### config.mk
export PLATFORM = sky130hd
export DESIGN_NAME = executeUnit
export DESIGN_NICKNAME = d
export VERILOG_FILES = /design/src/design/aluPkg.sv /design/src/design/execPkg.sv /design/src/design/instrQueue.sv /design/src/design/registerFile.sv /design/src/design/alu.sv /design/src/design/issueStage.sv /design/src/design/executeUnit.sv
export SDC_FILE = /design/constraint.sdc
export NUM_CORES = 1
export LEC_CHECK = 0
export BUFFER_PORTS_ARGS = -buffer_cell sky130_fd_sc_hd__buf_4
export CAP_MARGIN = 25
export CORE_MARGIN = 2
export CORE_UTILIZATION = 45
export DETAILED_ROUTE_END_ITERATION = 8
export HOLD_SLACK_MARGIN = 0.02
export PLACE_DENSITY_LB_ADDON = 0.05
export SKIP_CTS_REPAIR_TIMING = 1
export SYNTH_ARGS = -nofsm -noshare
export SYNTH_HDL_FRONTEND = slang
export SYNTH_SLANG_ARGS = --single-unit
### constraint.sdc
create_clock -name clock -period 7.3 [get_ports clock]
set_input_delay 0.365 -clock clock [delete_from_list [all_inputs] [get_ports clock]]
set_output_delay 0.365 -clock clock [all_outputs]
set_load 0.05 [all_outputs]
### src/design/aluPkg.sv
`default_nettype none

package aluPkg;

    localparam int dataWidth = 16;  // Operand and result width

    // 8-bit ALU opcodes
    typedef enum logic [7:0] {
        opAnd   = 8'h01,
        opOr    = 8'h02,
        opXor   = 8'h03,
        opAdd   = 8'h05,
        opAddu  = 8'h06,
        opSub   = 8'h09,
        opCmp   = 8'h0B,
        opMov   = 8'h0D,
        opStore = 8'h44,
        opShl1  = 8'h80,
        opShr1  = 8'h81,
        opLsh   = 8'h84,
        opLui   = 8'hF0
    } aluOp_e;

    typedef struct packed {
        logic negative;  // Bit 4
        logic zero;
        logic overflow;
        logic low;
        logic carry;     // Bit 0
    } psr_t;

endpackage

`default_nettype wire

### src/design/execPkg.sv
`default_nettype none

package execPkg;

    import aluPkg::*;

    localparam int regAddrWidth = 4;
    localparam int queueDepth = 4;     // Initial instruction credits upstream
    localparam int resultCredits = 4;  // Initial result credits in the DUT
    localparam int creditWidth = $clog2(resultCredits) + 1;

    typedef struct packed {
        aluOp_e                  opcode;
        logic [regAddrWidth-1:0] dest;
        logic [regAddrWidth-1:0] srcA;
        logic [regAddrWidth-1:0] srcB;
        logic                    useImm;
        logic [7:0]              imm;     // Sign-extended into operand B
    } instr_t;

    typedef struct packed {
        aluOp_e                  opcode;
        logic [dataWidth-1:0]    operandA;
        logic [dataWidth-1:0]    operandB;
        logic [regAddrWidth-1:0] dest;
        logic                    writeEnable;
    } aluIssue_t;

    typedef struct packed {
        logic [regAddrWidth-1:0] dest;
        logic [dataWidth-1:0]    value;
        psr_t                    psr;
    } result_t;

endpackage

`default_nettype wire

### src/design/instrQueue.sv
`timescale 1ns/100ps
`default_nettype none

module instrQueue import execPkg::*; (
    input  wire         clock,
    input  wire         reset,
    input  wire         instrValid,
    input  wire instr_t instr,
    input  wire         pop,
    output instr_t      headInstr,
    output logic        headValid,
    output logic        instrCredit
);

    instr_t entries [queueDepth];
    logic [$clog2(queueDepth)-1:0] readPtr;
    logic [$clog2(queueDepth)-1:0] writePtr;
    logic [$clog2(queueDepth):0]   count;

    always_ff @(posedge clock) begin
        if (!reset) begin
            readPtr <= '0;
            writePtr <= '0;
            count <= '0;
            instrCredit <= 1'b0;
        end else begin
            if (instrValid)
                writePtr <= writePtr + 1'b1;  // Sender never overruns its credits
            if (pop)
                readPtr <= readPtr + 1'b1;
            case ({instrValid, pop})
                2'b10:   count <= count + 1'b1;
                2'b01:   count <= count - 1'b1;
                default: ;
            endcase
            instrCredit <= pop;  // One credit back per dequeued entry
        end
    end

    always_ff @(posedge clock) begin
        if (instrValid)
            entries[writePtr] <= instr;
    end

    assign headInstr = entries[readPtr];
    assign headValid = (count != '0);

endmodule

`default_nettype wire

### src/design/registerFile.sv
`timescale 1ns/100ps
`default_nettype none

module registerFile import aluPkg::*; import execPkg::*; (
    input  wire                    clock,
    input  wire                    reset,
    input  wire [regAddrWidth-1:0] readAddrA,
    input  wire [regAddrWidth-1:0] readAddrB,
    input  wire                    writeEnable,
    input  wire [regAddrWidth-1:0] writeAddr,
    input  wire [dataWidth-1:0]    writeData,
    output logic [dataWidth-1:0]   readDataA,
    output logic [dataWidth-1:0]   readDataB
);

    logic [dataWidth-1:0] regs [2**regAddrWidth];

    always_ff @(posedge clock) begin
        if (!reset) begin
            for (int i = 0; i < 2**regAddrWidth; i++)
                regs[i] <= '0;
        end else if (writeEnable) begin
            regs[writeAddr] <= writeData;
        end
    end

    // Combinational reads without bypass
    assign readDataA = regs[readAddrA];
    assign readDataB = regs[readAddrB];

endmodule

`default_nettype wire

### src/design/alu.sv
`timescale 1ns/100ps
`default_nettype none

module alu import aluPkg::*; import execPkg::*; (
    input  wire            clock,
    input  wire            reset,
    input  wire aluIssue_t issue,
    input  wire            issueValid,
    output result_t        result,
    output logic           resultValid,
    output logic           writeEnable
);

    logic [dataWidth:0]      sumFull;  // Carry-out in the top bit
    logic                    addOverflow;
    logic [regAddrWidth-1:0] resDest;
    logic [dataWidth-1:0]    resValue;
    psr_t                    psr;

    assign sumFull = {1'b0, issue.operandA} + {1'b0, issue.operandB};
    assign addOverflow = (issue.operandA[dataWidth-1] == issue.operandB[dataWidth-1])
                      && (sumFull[dataWidth-1] != issue.operandA[dataWidth-1]);

    always_ff @(posedge clock) begin
        if (!reset) begin
            resultValid <= 1'b0;
            writeEnable <= 1'b0;
            psr <= '0;
        end else begin
            resultValid <= issueValid;
            writeEnable <= issueValid && issue.writeEnable;
            if (issueValid) begin
                // Flags not touched here hold their value
                case (issue.opcode)
                    opCmp: begin
                        psr.zero <= (issue.operandA == issue.operandB);
                        psr.low <= (issue.operandB > issue.operandA);
                        psr.negative <= ($signed(issue.operandB) > $signed(issue.operandA));
                    end
                    opAdd:   psr.overflow <= addOverflow;
                    opAddu:  psr.carry <= sumFull[dataWidth];
                    default: ;
                endcase
            end
        end
    end

    always_ff @(posedge clock) begin
        if (issueValid) begin
            resDest <= issue.dest;
            case (issue.opcode)
                opAnd:   resValue <= issue.operandA & issue.operandB;
                opOr:    resValue <= issue.operandA | issue.operandB;
                opXor:   resValue <= issue.operandA ^ issue.operandB;
                opAdd,
                opAddu:  resValue <= sumFull[dataWidth-1:0];
                opSub:   resValue <= issue.operandA - issue.operandB;
                opCmp:   resValue <= '0;  // Flags only
                opMov:   resValue <= issue.operandB;
                opStore: resValue <= issue.operandA;
                opLsh:   resValue <= issue.operandA << issue.operandB[3:0];
                opShl1:  resValue <= issue.operandA << 1;
                opShr1:  resValue <= issue.operandA >> 1;
                opLui:   resValue <= {issue.operandB[7:0], 8'h00};
                default: resValue <= '0;
            endcase
        end
    end

    assign result = '{dest: resDest, value: resValue, psr: psr};

endmodule

`default_nettype wire

### src/design/issueStage.sv
`timescale 1ns/100ps
`default_nettype none

module issueStage import aluPkg::*; import execPkg::*; (
    input  wire                     clock,
    input  wire                     reset,
    input  wire instr_t             headInstr,
    input  wire                     headValid,
    input  wire [dataWidth-1:0]     readDataA,
    input  wire [dataWidth-1:0]     readDataB,
    input  wire result_t            aluResult,
    input  wire                     aluResultValid,
    input  wire                     aluWriteEnable,
    input  wire                     resultCredit,
    output logic                    pop,
    output logic [regAddrWidth-1:0] readAddrA,
    output logic [regAddrWidth-1:0] readAddrB,
    output aluIssue_t               issue,
    output logic                    issueValid
);

    logic [creditWidth-1:0] creditCount;
    logic                   fwdValid;
    logic [dataWidth-1:0]   operandA;
    logic [dataWidth-1:0]   regB;
    logic [dataWidth-1:0]   immExt;
    logic                   writesDest;

    always_ff @(posedge clock) begin
        if (!reset) begin
            creditCount <= creditWidth'(resultCredits);
        end else begin
            case ({issueValid, resultCredit})
                2'b10:   creditCount <= creditCount - 1'b1;
                2'b01:   creditCount <= creditCount + 1'b1;
                default: ;
            endcase
        end
    end

    assign readAddrA = headInstr.srcA;
    assign readAddrB = headInstr.srcB;

    // Result still in the ALU is newer than the register file
    assign fwdValid = aluResultValid && aluWriteEnable;
    assign operandA = (fwdValid && aluResult.dest == headInstr.srcA) ? aluResult.value : readDataA;
    assign regB = (fwdValid && aluResult.dest == headInstr.srcB) ? aluResult.value : readDataB;
    assign immExt = {{(dataWidth-8){headInstr.imm[7]}}, headInstr.imm};

    always_comb begin
        case (headInstr.opcode)
            opAnd, opOr, opXor, opAdd, opAddu, opSub, opMov,
            opLsh, opShl1, opShr1, opLui: writesDest = 1'b1;
            default:                      writesDest = 1'b0;  // CMP, STORE, undefined
        endcase
    end

    assign issueValid = headValid && (creditCount != '0);
    assign pop = issueValid;
    assign issue = '{opcode: headInstr.opcode,
                     operandA: operandA,
                     operandB: headInstr.useImm ? immExt : regB,
                     dest: headInstr.dest,
                     writeEnable: writesDest};

endmodule

`default_nettype wire

### src/design/executeUnit.sv
`timescale 1ns/100ps
`default_nettype none

module executeUnit import aluPkg::*; import execPkg::*; (
    input  wire         clock,
    input  wire         reset,
    input  wire         instrValid,
    input  wire instr_t instr,
    input  wire         resultCredit,
    output logic        instrCredit,
    output logic        resultValid,
    output result_t     result
);

    instr_t                  headInstr;
    logic                    headValid;
    logic                    pop;
    logic [regAddrWidth-1:0] readAddrA;
    logic [regAddrWidth-1:0] readAddrB;
    logic [dataWidth-1:0]    readDataA;
    logic [dataWidth-1:0]    readDataB;
    aluIssue_t               issue;
    logic                    issueValid;
    logic                    writeEnable;

    instrQueue queue0 (
        .clock(clock), .reset(reset),
        .instrValid(instrValid), .instr(instr), .pop(pop),
        .headInstr(headInstr), .headValid(headValid), .instrCredit(instrCredit)
    );

    issueStage issue0 (
        .clock(clock), .reset(reset),
        .headInstr(headInstr), .headValid(headValid),
        .readDataA(readDataA), .readDataB(readDataB),
        .aluResult(result), .aluResultValid(resultValid), .aluWriteEnable(writeEnable),
        .resultCredit(resultCredit), .pop(pop),
        .readAddrA(readAddrA), .readAddrB(readAddrB),
        .issue(issue), .issueValid(issueValid)
    );

    // ALU output feeds both the write port and the result channel
    registerFile regFile0 (
        .clock(clock), .reset(reset),
        .readAddrA(readAddrA), .readAddrB(readAddrB),
        .writeEnable(writeEnable), .writeAddr(result.dest), .writeData(result.value),
        .readDataA(readDataA), .readDataB(readDataB)
    );

    alu alu0 (
        .clock(clock), .reset(reset),
        .issue(issue), .issueValid(issueValid),
        .result(result), .resultValid(resultValid), .writeEnable(writeEnable)
    );

endmodule

`default_nettype wire

==> impl_metrics.yaml <==
status:
  outcome: "finished, final reports clean"
global_routing:
  top_usage_layer: "met2"
  grt.met1_usage_pct: 42.7
  grt_max_degree: 90
  grt_pass1_wl_um: 121000
  overflow: 0
  grt.met2_usage_pct: 45.2
  antenna_found_initial: 1
  grt_pass1_vias: 17600
  grt_util_all_layers_pct: 29.2
  grtUsageMet3_pct: 3.87
sta:
  rsz0062_at_grt: "no"
  fmax_mhz: 153
  finalCritPeriodShare_pct: 89.8
  post-route-min-period_ns: 6.55
  tns_ns: 0
  worstMarginPinSlew_ns: 1.14
  maxSlewViolCount: 0
  final-setup-viol-count: 0
  finalHoldViolations: 0
  final.setup_skew_ns: 0.0196
  maxSlewHeadroom_pct: 23.6
layout:
  fin_util_pct: 51.2
  regArea_um2: 12200
  design_area_um2: 27500
  area_delta_synth_final_pct: 12.9
  multi_input_area_um2: 11300
  diodes: 0
  nNetsFinal: 2257
  fillCellCount: 4699
  final_cell_count_no_fill: 2889
  drive_above_1_share_pct: 15.6
setup_path:
  cp_slowest_cell: "mux4_4"
  endpoint_kind: "register"
  cp.buffers_inverters: 0
  startpoint_type: "register"
  cpLargestDelayFamily: "compound AO/OA/AOI/OAI gates"
  arrival_ns: 6.86
  critPathKind: "register to register"
  critPathMaxFanout: 25
  slowest_delay_ns: 0.99
  required_ns: 7.60
  path_cells: "mux4_4, xnor2_1, and2_1, a21oi_1, o21ai_0, and2_1, ha_1, o21bai_1, a21oi_1, o31a_1, o2111ai_1, xnor2_1, nor2_1, nor4_1, o21ai_0, a21oi_1, o21ai_0"
drt:
  ant_nets: 0
  dr.pass1.iters: 7
  wirelength_um: 82600
  viasPerCell: 6.29
  dr.first_iter.drc_count: 1755
  num_vias: 18200
  route.detailed.drc: 0
  wire_per_inst_um: 28.6
synthesis:
  synth-seq-cells: 411
  synthTopCellsByArea: "edfxtp_1, mux2i_1, mux4_2, and2_1, ha_1"
  synth_edf_count: 392
  async_reset_ff_share_pct: 0
  syn_area_per_cell_um2: 11.7
  ys_types: 82
  yosys_warnings: 0
  yosysSeqAreaShare_pct: 49.9
  syn_inst: 2086
  synthFlopType: "edfxtp_1"
  synth_top_area_share_pct: 48.3
  yosysTopAreaCell: "edfxtp_1"
  synth_nets: 2190
  syn-cell-area_um2: 24400
cts:
  clkLatencyLatePin_ns: 0.60
  clk_pin_slew_ns: 0.06
  clk_path_buf_depth: 3
  h-tree-depth: 2
  cts_tree: "yes"
  cts_root_buf: "clkbuf_16"
  cts_num_sinks: 411
  numCtsBuffers: 48
worst_hold_path:
  worstHoldPathType: "input pin to register"
floorplanning:
  ios: 60
  dieWidth_um: 237
  coreArea_um2: 53700
  die_area_um2: 56000
  initial_core_util_pct: 45.4
  dieHeight_um: 237
  floorplan.rows: 85
placement:
  placed_area_um2: 25700
  hpwl_um: 57200
  place.gp.congestion: 0.916
  placed_cells: 2767
  portBuffers: 59
power:
  vdd_drop_max_mv: 0.269
  leakage_nw: 10.5
  p_per_area_nw_per_um2: 442
  total_power_w: 0.0122
run:
  drv_cap: 0
==> kinds of logic after synthesis <==
family                   Yosys count  synth area share (%)
multiplexers                     300                  16.1
buffers and inverters            228                  4.10
XOR/XNOR                          30                  1.11
adder cells (fa/ha/maj)           71                  3.77
AO/OA/AOI/OAI                    365                  10.3
flip-flops                       411                  49.9
AND/OR/NAND/NOR                  681                  14.7
==> area by class of cell <==
cell class / count / share of cell area [%]
sequential: 411 / 44.2
multi-input combinational: 1447 / 41.0
timing repair buffer: 179 / 5.28
clock buffer: 61 / 4.54
tap: 696 / 3.17
clock inverter: 29 / 0.928
inverter: 66 / 0.901
==> sequential cells by signal (all words and copies together) (netlist names), named ones only <==
signal / flops
regFile0.regs: 256
queue0.entries: 116
alu0.resValue: 16
alu0.result: 5
alu0.resDest: 4
issue0.creditCount: 3
queue0.count: 3
queue0.readPtr: 2
queue0.writePtr: 2
alu0.resultValid: 1
alu0.writeEnable: 1
==> stage by stage <==
stage	setup WS, ns	hold slack (ns)
after floorplan	2.16	0.464
final	0.745	0.0901
after detailed placement	0.857	0.463
after global placement	0.971	0.452
after global routing	0.435	0.139
after CTS	0.830	-0.0693
==> worst min-delay path, cell delays in order <==
cell	delay, ns
buf_4	0.13
mux2i_1	0.07
nor2b_1	0.09
==> path summary, 6_finish.rpt <==
path | start | end | slack (ns) | cells after the start
hold / removal | instrValid | queue0.writePtr[1] | 0.09 | 3
hold reg to reg | alu0.result[1] | alu0.result[1] | 0.46 | 2
setup / recovery | register | alu0.resValue[9] | 0.75 | 17
setup reg to reg | register | alu0.resValue[9] | 0.75 | 17
==> per-layer routing <==
metal / part of all wire, % / routed length (um) / up-vias
met2: 45 / 37500 / 697
li1: - / - / 7985
met5: 0 / 0 / -
met3: 6.2 / 5080 / 124
met4: 2.9 / 2360 / 0
met1: 46 / 37600 / 9380
==> report_power, final <==
part	switching, W	total, W	leakage, nW	internal (W)
Sequential	0.000284	0.00308	4.06	0.00279
Combinational	0.00440	0.00673	5.72	0.00233
Clock	0.00102	0.00235	0.719	0.00133
==> synthesized netlist by cell type, types with 33 or more instances <==
master / count
nand2_1: 153
and2_1: 220
a21oi_1: 60
edfxtp_1: 392
o21ai_0: 70
nor2_1: 79
nand3_1: 48
inv_1: 61
nor3_1: 69
mux2i_1: 203
ha_1: 67
a22oi_1: 33
clkbuf_1: 99
mux4_2: 71
==> cell usage in the layout (no fill, tap or decap), drive strengths merged, types with 33 or more instances in the layout <==
master | Yosys | routed
a22oi | 33 | 33
nand2 | 155 | 155
o21ai | 72 | 72
clkbuf | 99 | 61
mux2i | 203 | 203
nor3 | 70 | 70
buf | 63 | 150
inv | 62 | 66
ha | 67 | 67
mux4 | 71 | 71
nand3 | 48 | 48
nor2 | 80 | 80
and2 | 221 | 221
edfxtp | 392 | 392
a21oi | 62 | 62
No activity file was read; power rests on OpenSTA's default activity.
